==> src/common/uart_pkg.sv <==
package uart_pkg;

    // Data bits per frame, fixed so the frame struct below has a known width
    localparam int DATA_BITS = 8;

    // Oversampling ticks per serial bit
    localparam int OVERSAMPLE = 16;

    // Error flags reported with every received frame
    typedef struct packed {
        logic brk;    // Every sampled bit of the frame was low, stop bits included
        logic parity; // Received parity bit differs from even parity over the data
        logic frame;  // At least one stop bit was sampled low
    } rx_err_t;

    // One FIFO entry, data first and flags in the low bits
    typedef struct packed {
        logic [DATA_BITS-1:0] data; // First received data bit sits in bit 0
        rx_err_t              err;
    } rx_frame_t;

    // Receive control states
    typedef enum logic [1:0] {
        IDLE,    // Waiting for a start edge, sampler held in reset
        RECEIVE, // Sampler gated on and collecting bits
        CHECK,   // One cycle for the frame checker to register the result
        PUSH     // One cycle write strobe into the receive FIFO
    } rx_state_t;

endpackage

==> src/hdl/baud_tick_gen.sv <==
`timescale 1ns/1ps

module baud_tick_gen #(
    parameter int CLKS_PER_TICK = 10
) (
    input  logic Clk,
    input  logic Rst,
    input  logic rx_gate,
    output logic tick
);

    localparam int CNT_W = (CLKS_PER_TICK > 1) ? $clog2(CLKS_PER_TICK) : 1;
    localparam logic [CNT_W-1:0] RELOAD = CNT_W'(CLKS_PER_TICK - 1);

    logic [CNT_W-1:0] cnt; // Clocks left until the next tick

    // A divide ratio below 2 would leave tick stuck high for the whole frame
    if (CLKS_PER_TICK < 2) begin : g_ratio_check
        $error("baud_tick_gen needs CLKS_PER_TICK of at least 2");
    end

    // Counter sits at the reload value while ungated, so the first tick lands
    // exactly CLKS_PER_TICK clocks after the gate rises on the start edge
    always_ff @(posedge Clk or posedge Rst) begin
        if (Rst) begin
            cnt <= RELOAD;
        end else if (!rx_gate) begin
            cnt <= RELOAD;                 // Phase restarts with every frame
        end else if (cnt == '0) begin
            cnt <= RELOAD;                 // Wrap and start the next tick period
        end else begin
            cnt <= cnt - 1'b1;
        end
    end

    // Decoded from the count and the gate so it drops in the same cycle as the gate
    assign tick = rx_gate && (cnt == '0);

endmodule

==> src/uart_rx/rx_sampler.sv <==
`timescale 1ns/1ps

module rx_sampler #(
    parameter int STOP_BITS = 2
) (
    input  logic Clk,
    input  logic Rst,
    input  logic rx_line,     // Asynchronous serial input, idle high
    input  logic rx_gate,
    input  logic tick,        // Oversampling tick, only present while gated
    output logic start_seen,
    output logic false_start,
    output logic bits_done,
    output logic [uart_pkg::DATA_BITS+STOP_BITS+1:0] shift_reg
);

    import uart_pkg::*;

    localparam int NUM_BITS = DATA_BITS + STOP_BITS + 2; // Start, data, parity, stop
    localparam int TICK_W   = $clog2(OVERSAMPLE);
    localparam int BIT_W    = $clog2(NUM_BITS + 1);
    localparam logic [TICK_W-1:0] MID_TICK  = TICK_W'(OVERSAMPLE / 2 - 1);
    localparam logic [TICK_W-1:0] LAST_TICK = TICK_W'(OVERSAMPLE - 1);
    localparam logic [BIT_W-1:0]  ALL_BITS  = BIT_W'(NUM_BITS);

    logic [1:0]        sync_q;   // Two flop synchronizer, bit 1 is the safe copy
    logic              line_s;
    logic [TICK_W-1:0] tick_cnt; // Tick index within the current bit
    logic [BIT_W-1:0]  bit_cnt;  // Bits still to be sampled
    logic              sample;

    // Reset to the idle level so no start edge is reported out of reset
    always_ff @(posedge Clk or posedge Rst) begin
        if (Rst) begin
            sync_q <= 2'b11;
        end else begin
            sync_q <= {sync_q[0], rx_line};
        end
    end

    assign line_s     = sync_q[1];
    assign start_seen = !line_s && !rx_gate; // Only a level, the FSM decides what to do
    assign sample     = tick && (tick_cnt == MID_TICK) && (bit_cnt != '0);

    // Tick and bit counters, both restart whenever the gate is low
    always_ff @(posedge Clk or posedge Rst) begin
        if (Rst) begin
            tick_cnt    <= '0;
            bit_cnt     <= ALL_BITS;
            false_start <= 1'b0;
            bits_done   <= 1'b0;
        end else if (!rx_gate) begin
            tick_cnt    <= '0;
            bit_cnt     <= ALL_BITS;
            false_start <= 1'b0;
            bits_done   <= 1'b0;
        end else begin
            // First sample is the start bit, it has to still be low at mid-bit
            false_start <= sample && (bit_cnt == ALL_BITS) && line_s;
            bits_done   <= sample && (bit_cnt == BIT_W'(1));
            if (tick) begin
                tick_cnt <= (tick_cnt == LAST_TICK) ? '0 : tick_cnt + 1'b1;
            end
            if (sample) begin
                bit_cnt <= bit_cnt - 1'b1;
            end
        end
    end

    // Shift left so the start bit ends up in the MSB and the last stop bit in bit 0
    always_ff @(posedge Clk or posedge Rst) begin
        if (Rst) begin
            shift_reg <= '0;
        end else if (!rx_gate) begin
            shift_reg <= '0;
        end else if (sample) begin
            shift_reg <= {shift_reg[NUM_BITS-2:0], line_s};
        end
    end

    // The tick generator has to stop in the same cycle as the gate, or a stale
    // tick would advance the counters of the next frame
    a_no_tick_ungated: assert property (
        @(posedge Clk) disable iff (Rst)
        !rx_gate |-> !tick
    ) else $error("tick while rx_gate is low");

endmodule

==> src/uart_rx/rx_fsm.sv <==
`timescale 1ns/1ps

module rx_fsm (
    input  logic Clk,
    input  logic Rst,
    input  logic start_seen,  // Synchronized line low while the sampler is idle
    input  logic false_start, // Start bit read high at mid-bit
    input  logic bits_done,   // Last stop bit has been sampled
    input  logic fifo_full,
    output logic rx_gate,     // Enables the tick generator and the sampler
    output logic check_en,    // One cycle strobe to the frame checker
    output logic push,        // One cycle write strobe to the FIFO
    output logic rts          // Flow control level towards the sender
);

    import uart_pkg::*;

    rx_state_t state;
    rx_state_t next_state;

    // State register
    always_ff @(posedge Clk or posedge Rst) begin
        if (Rst) begin
            state <= IDLE;
        end else begin
            state <= next_state;
        end
    end

    // Next state decode
    always_comb begin
        next_state = state; // Stay put unless an event moves us on
        case (state)
            IDLE: begin
                // A sender that ignores rts still gets its frame received, the
                // FIFO then drops the write and flags the overflow
                if (start_seen) begin
                    next_state = RECEIVE;
                end
            end
            RECEIVE: begin
                if (false_start) begin
                    next_state = IDLE;   // Glitch on the line, nothing to store
                end else if (bits_done) begin
                    next_state = CHECK;
                end
            end
            CHECK: begin
                next_state = PUSH;       // Checker registers the frame during this cycle
            end
            PUSH: begin
                next_state = IDLE;       // Dropping the gate clears the sampler
            end
            default: begin
                next_state = IDLE;
            end
        endcase
    end

    // Moore outputs registered from the next state so they line up with state
    always_ff @(posedge Clk or posedge Rst) begin
        if (Rst) begin
            rx_gate  <= 1'b0;
            check_en <= 1'b0;
            push     <= 1'b0;
        end else begin
            // Gate stays high through CHECK so shift_reg is intact for the checker
            rx_gate  <= (next_state == RECEIVE) || (next_state == CHECK);
            check_en <= (next_state == CHECK);
            push     <= (next_state == PUSH);
        end
    end

    // Ready to send only while idle and there is room for another frame
    assign rts = (state == IDLE) && !fifo_full;

    // The write into the FIFO must come right after the checker strobe, so the
    // registered frame it stores is always the one just checked
    a_push_after_check: assert property (
        @(posedge Clk) disable iff (Rst)
        push |-> (state == PUSH) && $past(state == CHECK) && $past(check_en)
    ) else $error("push outside PUSH or not preceded by CHECK");

    // Sampler events only matter while a frame is being received
    a_done_in_receive: assert property (
        @(posedge Clk) disable iff (Rst)
        bits_done |-> (state == RECEIVE)
    ) else $error("bits_done seen outside RECEIVE");

endmodule

==> src/uart_rx/rx_frame_check.sv <==
`timescale 1ns/1ps

module rx_frame_check #(
    parameter int STOP_BITS = 2
) (
    input  logic                Clk,
    input  logic                Rst,
    input  logic                check_en,  // One cycle strobe from the FSM
    input  logic [uart_pkg::DATA_BITS+STOP_BITS+1:0] shift_reg,
    output uart_pkg::rx_frame_t frame      // Registered result, FIFO write data
);

    import uart_pkg::*;

    localparam int NUM_BITS = DATA_BITS + STOP_BITS + 2;

    logic [DATA_BITS-1:0] data_bits;
    logic                 parity_calc;
    rx_err_t              err_calc;

    // Layout from MSB down is start, data LSB first, parity, then the stop bits
    always_comb begin
        for (int i = 0; i < DATA_BITS; i++) begin
            data_bits[i] = shift_reg[NUM_BITS-2-i]; // First data bit received is bit 0
        end
        parity_calc     = ^data_bits;                    // Even parity over the data
        err_calc.brk    = (shift_reg == '0);             // Line held low for the whole frame
        err_calc.parity = (shift_reg[STOP_BITS] != parity_calc);
        err_calc.frame  = (shift_reg[STOP_BITS-1:0] != '1); // Any stop bit low
    end

    // Result is captured once per frame and held until the next check
    always_ff @(posedge Clk or posedge Rst) begin
        if (Rst) begin
            frame <= '0;
        end else if (check_en) begin
            frame.data <= data_bits;
            frame.err  <= err_calc;
        end
    end

endmodule

==> src/hdl/sync_fifo.sv <==
`timescale 1ns/1ps

module sync_fifo #(
    parameter type T     = logic [7:0],
    parameter int  DEPTH = 8
) (
    input  logic Clk,
    input  logic Rst,
    input  logic push,
    input  T     wdata,
    input  logic pop,
    output T     rdata,    // Current head entry, valid while not empty
    output logic empty,
    output logic full,
    output logic overflow  // Sticky until reset
);

    localparam int PTR_W = (DEPTH > 1) ? $clog2(DEPTH) : 1;
    localparam int CNT_W = $clog2(DEPTH + 1);

    T                 mem [DEPTH];
    logic [PTR_W-1:0] wr_ptr;
    logic [PTR_W-1:0] rd_ptr;
    logic [CNT_W-1:0] count;   // Entries currently stored
    logic             push_ok;
    logic             pop_ok;

    // Pointers wrap naturally only for a power of two depth
    if (DEPTH < 2 || (DEPTH & (DEPTH - 1)) != 0) begin : g_depth_check
        $error("sync_fifo needs DEPTH to be a power of two of at least 2");
    end

    assign push_ok = push && !full;  // A push into a full FIFO is dropped
    assign pop_ok  = pop && !empty;  // A pop from an empty FIFO is ignored

    always_ff @(posedge Clk or posedge Rst) begin
        if (Rst) begin
            wr_ptr   <= '0;
            rd_ptr   <= '0;
            count    <= '0;
            overflow <= 1'b0;
        end else begin
            if (push_ok) begin
                wr_ptr <= wr_ptr + 1'b1;
            end
            if (pop_ok) begin
                rd_ptr <= rd_ptr + 1'b1;
            end
            case ({push_ok, pop_ok})
                2'b10:   count <= count + 1'b1;
                2'b01:   count <= count - 1'b1;
                default: count <= count;       // Both or neither leaves the level alone
            endcase
            if (push && full) begin
                overflow <= 1'b1;              // Lost a frame, stored entries stay intact
            end
        end
    end

    // Write port of the storage array
    always_ff @(posedge Clk) begin
        if (push_ok) begin
            mem[wr_ptr] <= wdata;
        end
    end

    assign rdata = mem[rd_ptr];
    assign empty = (count == '0);
    assign full  = (count == CNT_W'(DEPTH));

    a_count_bound: assert property (
        @(posedge Clk) disable iff (Rst)
        count <= CNT_W'(DEPTH)
    ) else $error("FIFO count above DEPTH");

endmodule

==> src/hdl/uart_rx_top.sv <==
`timescale 1ns/1ps

module uart_rx_top #(
    parameter int SYSCLOCK_FREQ = 1_600_000,
    parameter int BAUDRATE      = 10_000,
    parameter int STOP_BITS     = 2,
    parameter int FIFO_DEPTH    = 8
) (
    input  logic                Clk,
    input  logic                Rst,
    input  logic                rx_line,  // Serial input, idle high
    input  logic                pop,      // Take the head entry, ignored when empty
    output uart_pkg::rx_frame_t rx_frame, // Head of the receive FIFO
    output logic                empty,
    output logic                full,
    output logic                overflow,
    output logic                rts
);

    import uart_pkg::*;

    // Clocks per oversampling tick
    localparam int CLKS_PER_TICK = SYSCLOCK_FREQ / (OVERSAMPLE * BAUDRATE);

    logic                              rx_gate;
    logic                              tick;
    logic                              start_seen;
    logic                              false_start;
    logic                              bits_done;
    logic                              check_en;
    logic                              push;
    logic [DATA_BITS+STOP_BITS+1:0]    shift_reg;
    rx_frame_t                         frame;

    baud_tick_gen #(
        .CLKS_PER_TICK (CLKS_PER_TICK)
    ) i_tick_gen (
        .Clk     (Clk),
        .Rst     (Rst),
        .rx_gate (rx_gate),
        .tick    (tick)
    );

    rx_sampler #(
        .STOP_BITS (STOP_BITS)
    ) i_sampler (
        .Clk         (Clk),
        .Rst         (Rst),
        .rx_line     (rx_line),
        .rx_gate     (rx_gate),
        .tick        (tick),
        .start_seen  (start_seen),
        .false_start (false_start),
        .bits_done   (bits_done),
        .shift_reg   (shift_reg)
    );

    rx_fsm i_fsm (
        .Clk         (Clk),
        .Rst         (Rst),
        .start_seen  (start_seen),
        .false_start (false_start),
        .bits_done   (bits_done),
        .fifo_full   (full),
        .rx_gate     (rx_gate),
        .check_en    (check_en),
        .push        (push),
        .rts         (rts)
    );

    rx_frame_check #(
        .STOP_BITS (STOP_BITS)
    ) i_frame_check (
        .Clk       (Clk),
        .Rst       (Rst),
        .check_en  (check_en),
        .shift_reg (shift_reg),
        .frame     (frame)
    );

    sync_fifo #(
        .T     (rx_frame_t),
        .DEPTH (FIFO_DEPTH)
    ) i_fifo (
        .Clk      (Clk),
        .Rst      (Rst),
        .push     (push),
        .wdata    (frame),
        .pop      (pop),
        .rdata    (rx_frame),
        .empty    (empty),
        .full     (full),
        .overflow (overflow)
    );

endmodule

==> config.mk <==
export PLATFORM = sky130hd
export DESIGN_NAME = uart_rx_top
export DESIGN_NICKNAME = d
export VERILOG_FILES = /design/src/common/uart_pkg.sv /design/src/hdl/baud_tick_gen.sv /design/src/uart_rx/rx_sampler.sv /design/src/uart_rx/rx_fsm.sv /design/src/uart_rx/rx_frame_check.sv /design/src/hdl/sync_fifo.sv /design/src/hdl/uart_rx_top.sv
export SDC_FILE = /design/constraint.sdc
export NUM_CORES = 1
export LEC_CHECK = 0
export ABC_AREA = 1
export CAP_MARGIN = 5
export CELL_PAD_IN_SITES_DETAIL_PLACEMENT = 2
export CELL_PAD_IN_SITES_GLOBAL_PLACEMENT = 2
export CORE_MARGIN = 3
export CORE_UTILIZATION = 43
export DETAILED_ROUTE_END_ITERATION = 10
export DONT_BUFFER_PORTS = 1
export PLACE_DENSITY_LB_ADDON = 0.12
export SKIP_CTS_REPAIR_TIMING = 1
export SLEW_MARGIN = 20
export SYNTH_ARGS = -nofsm -noshare
export SYNTH_HDL_FRONTEND = slang
export SYNTH_HIERARCHICAL = 1
export SYNTH_SLANG_ARGS = --single-unit
==> constraint.sdc <==
create_clock -name Clk -period 2.88 [get_ports Clk]
set_input_delay 0.432 -clock Clk [delete_from_list [all_inputs] [get_ports Clk]]
set_output_delay 0.432 -clock Clk [all_outputs]
set_load 0.005 [all_outputs]
==> results of run 1 <==
per-layer routing:
layer,up-vias,wire length [um],global-route usage (%),share of wire [%]
li1,2309,-,-,-
met3,21,620,4.634,3.1
met2,66,10840,46.74,55
met5,-,0,0,0
met1,2488,7980,27.82,40
met4,0,271,6.957,1.4
area by class of cell:
cell class                      count  share of cell area [%]
Tap cell                          184                   3.080
Timing Repair Buffer               15                   1.908
Clock inverter                      8                  0.9874
Multi-Input combinational cell    464                   27.73
Clock buffer                       24                   6.996
Sequential cell                   143                   53.87
Inverter                          108                   5.423
per-stage QoR:
stage / instance area, um2 / worst slack [ns] / power (mW) / util (%) / hold slack [ns]
after floorplan: 6679 / 0.9069 / 3.301 / - / 0.1966
after global placement: 6859 / 0.7797 / 3.575 / 46.14 / 0.2128
after detailed placement: 6859 / 0.6668 / 3.691 / 46.14 / 0.2102
after CTS: 7456 / 0.3598 / 5.964 / 50.16 / -0.2467
after global routing: 7476 / 0.2808 / 6.207 / 50.29 / 0.1796
final: 7476 / 0.4185 / 5.901 / 50.29 / 0.1249
synth_stat cells (3+ instances only):
| cell type | instances | share of area (%) |
|---|---|---|
| o21ai_0 | 21 | 1.6 |
| nand4_1 | 4 | 0.37 |
| xnor2_1 | 5 | 0.66 |
| ha_1 | 12 | 2.2 |
| dfstp_2 | 6 | 2.4 |
| edfxtp_1 | 88 | 40 |
| nor2_1 | 108 | 6.1 |
| nand2_1 | 251 | 14 |
| inv_1 | 104 | 5.8 |
| inv_2 | 4 | 0.22 |
| buf_6 | 7 | 1.2 |
| dfrtp_1 | 49 | 18 |
| buf_4 | 5 | 0.56 |
| nor3_1 | 11 | 0.82 |
| o21ai_1 | 3 | 0.22 |
| nand3_2 | 5 | 0.75 |
| a21oi_1 | 3 | 0.22 |
| nand3_1 | 24 | 1.8 |
| nand2_2 | 4 | 0.37 |
| buf_2 | 10 | 0.75 |
power groups by stage:
stage          clock, mW  sequential (mW)  combinational, mW
2_1_floorplan          0             2.30               1.00
3_3_place_gp           0             2.35               1.23
3_5_place_dp           0             2.36               1.34
4_1_cts             2.26             2.32               1.39
5_1_grt             2.34             2.33               1.54
6_report            2.22             2.32               1.37
worst reg2reg max path: cells and delay by family (launching register included):
family	cells	cell delay, ns
flops	1	0.41
simple gates	8	1.03
fa+ha+maj	2	0.58
buf+inv	1	0.09
cells by family (layout without fill, tap and decap cells):
family	count (synthesis)	in the layout	synth area share, %
compound gates	32	32	2.604
xor+xnor	7	7	0.9180
fa+ha+maj	13	13	2.548
buf+inv	132	155	8.674
flops	143	143	60.28
simple gates	412	412	24.97
worst min path at each step:
stage | from | to | slack (ns) | cells past startpoint
after CTS | Rst | i_tick_gen/cnt[2] | -0.25 | 1
after floorplan | Rst | i_tick_gen/cnt[1] | 0.20 | 1
final | Rst | i_sampler/bits_done | 0.12 | 1
after global placement | Rst | i_tick_gen/cnt[2] | 0.21 | 1
after detailed placement | Rst | i_tick_gen/cnt[2] | 0.21 | 1
after global routing | Rst | i_sampler/bits_done | 0.18 | 1
==> flow_summary.json, run 1 <==
{
  "regArea_mm2": 0.004028,
  "internal_power_mw": 3.964,
  "avgSynthCellArea_um2": 9.038,
  "leakage_nw": 3.577,
  "nFillCells": 1586,
  "setup.worst_path.end": "rx_frame[2]",
  "root_buffer": "clkbuf_16",
  "critPathTopFamily": "flip-flops",
  "slowest_delay_ns": 0.69,
  "drt-total-wl_mm": 19.71,
  "max_slew_margin_pct": 33.88,
  "cap_violations": 0,
  "synth.cell_area_mm2": 0.006679,
  "final_cell_mix": "251 x nand2_1, 108 x nor2_1, 104 x inv_1, 88 x edfxtp_1, 48 x dfrtp_1",
  "cp_num_buf_inv": 1,
  "drc": 0,
  "dp_hpwl_mm": 12.03,
  "routabilityCongestion": 0.7327,
  "drt_first_pass_iters": 4,
  "path_common_cell": "nand2_1",
  "rsz0062_at_grt": "no",
  "worstHoldPathType": "input pin to asynchronous set/reset pin",
  "die_x_um": 130.6,
  "gr-usage-all-layers_pct": 24.53,
  "r2r_start": "i_fifo/count[0]",
  "cts_buffers": 17,
  "final_nets": 766,
  "start_util_pct": 44.93,
  "swShare_pct": 32.83,
  "cts_tree": "done",
  "final.min_clock_period_ns": 2.462,
  "wire_per_inst_um": 20.84,
  "max_freq_mhz": 406.3,
  "ant_nets": 0,
  "drv_slew": 0,
  "switching_power_mw": 1.937,
  "p_per_area_mw_per_mm2": 789.4,
  "cts.sinks": 143,
  "cp_cell_sequence": "buf_12 > nor2_1 > nor2_1 > nand2_1 > nand2_1 > nand2_1 > nand2_1",
  "via_per_inst": 5.163,
  "ys_types": 31,
  "yosysWarnings": 6,
  "ys_seq_area_share_pct": 60.28,
  "grt_overflow": 0,
  "ios": 19,
  "clkSlewWorstSetupHoldPaths_ns": 0.06,
  "crit_cells": 7,
  "startpoint": "i_fifo/rd_ptr[0]",
  "clock_skew_ns": 0.007235,
  "p_comb_share_pct": 23.1,
  "rows": 44,
  "grt_pass1_vias": 5602,
  "dieArea_mm2": 0.01706,
  "io_buffers": 0,
  "grt_max_degree": 38,
  "drt_iter0_markers": 323,
  "worstReg2RegEnd": "i_fifo/count[3]",
  "clk_latency_ns": 0.43,
  "die_h_um": 130.6,
  "multi_input_area_mm2": 0.002073,
  "hold_viol_final": 0,
  "pwr-share-clk_pct": 37.6,
  "synthArstFlopShare_pct": 38.46,
  "n_antenna_cell": 0,
  "grt_pass1_wl_mm": 31.08,
  "synth_edf_count": 88,
  "rrSetupSlack_ns": 0.65,
  "drive_above_1_share_pct": 9.318,
  "r2r_cells": 11,
  "syn_to_final_growth_pct": 11.93,
  "path_class": "flop to output pin",
  "status": "complete, no violations",
  "finalCritPeriodShare_pct": 85.47,
  "ys_dominant_reg_cell": "edfxtp_1",
  "tightest_slew_ns": 0.9908,
  "power_frac_seq_pct": 39.2,
  "clk_path_buf_depth": 2,
  "crit_arrival_ns": 2.03,
  "synth_nets": 756,
  "finalNonFillerCells": 946,
  "worst_ep_required_time_ns": 2.45,
  "crit_path_start_kind": "flop",
  "setup_tns_ns": 0,
  "slowest_stage": "dfrtp_2",
  "dp_cells": 912,
  "cp-end-kind": "output pin",
  "antenna_found_initial": 0,
  "netlist_instances": 739,
  "ys_seq_elements": 143,
  "irDropWorstVdd_mv": 0.5412,
  "final_common_cell": "nand2_1",
  "htree_levels": 4,
  "largest_reg_flops": 88,
  "finalSetupViolCount": 0,
  "core-area_mm2": 0.01486,
  "vias": 4884,
  "path_max_fanout": 37
}
(Power assumes the default switching activity.)
==> inputs of run 2 (changes only) <==
--- a/config.mk
+++ b/config.mk
@@ -9,13 +9,13 @@
 export CAP_MARGIN = 5
 export CELL_PAD_IN_SITES_DETAIL_PLACEMENT = 2
 export CELL_PAD_IN_SITES_GLOBAL_PLACEMENT = 2
-export CORE_MARGIN = 3
+export CORE_MARGIN = 2
 export CORE_UTILIZATION = 43
 export DETAILED_ROUTE_END_ITERATION = 10
 export DONT_BUFFER_PORTS = 1
 export PLACE_DENSITY_LB_ADDON = 0.12
+export REMOVE_ABC_BUFFERS = 1
 export SKIP_CTS_REPAIR_TIMING = 1
-export SLEW_MARGIN = 20
 export SYNTH_ARGS = -nofsm -noshare
 export SYNTH_HDL_FRONTEND = slang
 export SYNTH_HIERARCHICAL = 1
==> run 2 against run 1 <==
Via count fell by 0.68%. Total power down 0.75%. Critical path depth rose by 4. First-iteration DRC count decreased by 16%. Routed wire length is 6.0% lower. Non-clock buffer count did not move. Critical path type is now flop to flop. Critical endpoint is now i_fifo/count[3]. Largest power group is now clock. Highest routed layer unchanged.
==> flow_summary.json, run 2 (synthesized netlist as in run 1, its figures left out) <==
{
  "finalNonFillerCells": 950,
  "hold_viol_final": 0,
  "clk_path_buf_depth": 2,
  "drc": 0,
  "cts_buffers": 17,
  "grt_overflow": 0,
  "crit_arrival_ns": 2.66,
  "htree_levels": 4,
  "routabilityCongestion": 0.7210,
  "final.min_clock_period_ns": 2.345,
  "cp_cell_sequence": "nor2_1 > nand3_1 > nand2_1 > inv_1 > ha_1 > ha_1 > or2_2 > nand2_1 > nand2_1 > nand3_1 > nand2_1",
  "p_per_area_mw_per_mm2": 783.1,
  "core-area_mm2": 0.01520,
  "final_cell_mix": "251 x nand2_1, 108 x nor2_1, 104 x inv_1, 88 x edfxtp_1, 48 x dfrtp_1",
  "tightest_slew_ns": 0.9444,
  "clock_skew_ns": 0.008136,
  "antenna_found_initial": 0,
  "grt_pass1_vias": 5634,
  "final_common_cell": "nand2_1",
  "ant_nets": 0,
  "cts_tree": "done",
  "vias": 4851,
  "drt_first_pass_iters": 4,
  "cp-end-kind": "flop",
  "critPathTopFamily": "simple AND/OR/NAND/NOR gates",
  "grt_pass1_wl_mm": 30.02,
  "clkSlewWorstSetupHoldPaths_ns": 0.06,
  "path_common_cell": "nand2_1",
  "status": "complete, no violations",
  "cts.sinks": 143,
  "gr-usage-all-layers_pct": 24.39,
  "max_slew_margin_pct": 36.97,
  "largest_reg_flops": 88,
  "die_h_um": 128.6,
  "finalSetupViolCount": 0,
  "dp_cells": 916,
  "dieArea_mm2": 0.01655,
  "leakage_nw": 3.579,
  "worstHoldPathType": "input pin to asynchronous set/reset pin",
  "grt_max_degree": 50,
  "die_x_um": 128.6,
  "io_buffers": 0,
  "preCtsSetupSlack_ns": 0.6242,
  "ios": 19,
  "drt_iter0_markers": 272,
  "max_freq_mhz": 426.5,
  "setup_ws_ns": 0.5353,
  "worst_ep_required_time_ns": 3.19,
  "n_antenna_cell": 0,
  "rows": 45,
  "drive_above_1_share_pct": 9.318,
  "dp_hpwl_mm": 11.69,
  "irDropWorstVdd_mv": 0.4453,
  "clk_latency_ns": 0.42,
  "start_util_pct": 43.93,
  "syn_to_final_growth_pct": 11.99,
  "slowest_stage": "dfrtp_1",
  "via_per_inst": 5.106,
  "drt-total-wl_mm": 18.53,
  "setup_tns_ns": 0,
  "final_nets": 766,
  "drv_slew": 0,
  "nFillCells": 1628,
  "root_buffer": "clkbuf_16",
  "finalCritPeriodShare_pct": 81.41,
  "rsz0062_at_grt": "no",
  "crit_path_start_kind": "flop",
  "path_class": "flop to flop",
  "cap_violations": 0,
  "path_max_fanout": 5,
  "p_total_mw": 5.857,
  "wire_per_inst_um": 19.51,
  "cp_num_buf_inv": 1,
  "slowest_delay_ns": 0.42
}
-- run 2: cell types whose count changed in the layout (fill, tap and decap cells not counted) --
cell,before,now
buf_12,2,0
clkbuf_16,18,20
clkbuf_8,5,3
clkbuf_4,0,1
buf_4,11,13
inv_4,2,1
-- run 2: power by group --
part,switching [mW],internal [mW]
logic,0.952,0.360
registers,0.0500,2.22
clock network,0.860,1.42
total,1.86,4.00
-- run 2: stage by stage --
step | instance area (um2) | hold WS [ns] | utilization, %
2_1_floorplan | 6505 | 0.1966 | -
3_3_place_gp | 6839 | 0.2097 | 44.99
3_5_place_dp | 6839 | 0.2158 | 44.99
4_1_cts | 7460 | -0.2414 | 49.07
5_1_grt | 7480 | 0.1591 | 49.20
6_report | 7480 | 0.1078 | 49.20
-- run 2: area by class of cell --
class	count	area, um2	share of cell area [%]
Tap cell	188	235.2	3.145
Clock buffer	25	553.0	7.394
Multi-Input combinational cell	464	2073	27.72
Sequential cell	143	4028	53.85
Inverter	108	405.4	5.420
Timing Repair Buffer	15	117.6	1.572
Clock inverter	7	67.56	0.9033
-- run 2: final timing paths --
path                                     startpoint                     end  slack [ns]  cells after the start
worst min-delay path                            Rst  i_sampler/shift_reg[9]        0.11                      1
worst min register to register  i_sampler/sync_q[0]     i_sampler/sync_q[1]        0.36                      0
worst max register to register      i_fifo/count[0]         i_fifo/count[3]        0.54                     11
worst max-delay path                i_fifo/count[0]         i_fifo/count[3]        0.54                     11
max in group asynchronous                       Rst        i_fifo/rd_ptr[0]        1.99                      2
min in group Clk                                pop        i_fifo/rd_ptr[0]        0.29                      2
-- run 2: worst reg2reg max path, stage by stage, from the launching register on --
cell and delay [ns]:
dfrtp_1 0.42, nor2_1 0.22, nand3_1 0.16, nand2_1 0.21, inv_1 0.11, ha_1 0.25
ha_1 0.32, or2_2 0.32, nand2_1 0.08, nand2_1 0.05, nand3_1 0.06, nand2_1 0.05
-- run 2: per-layer routing --
layer	wire length, um	track usage (%)	share of wire [%]
met2	10280	46.84	55
met4	337	8.312	1.8
met5	0	0	0
met1	7429	27.02	40
met3	483	4.449	2.6
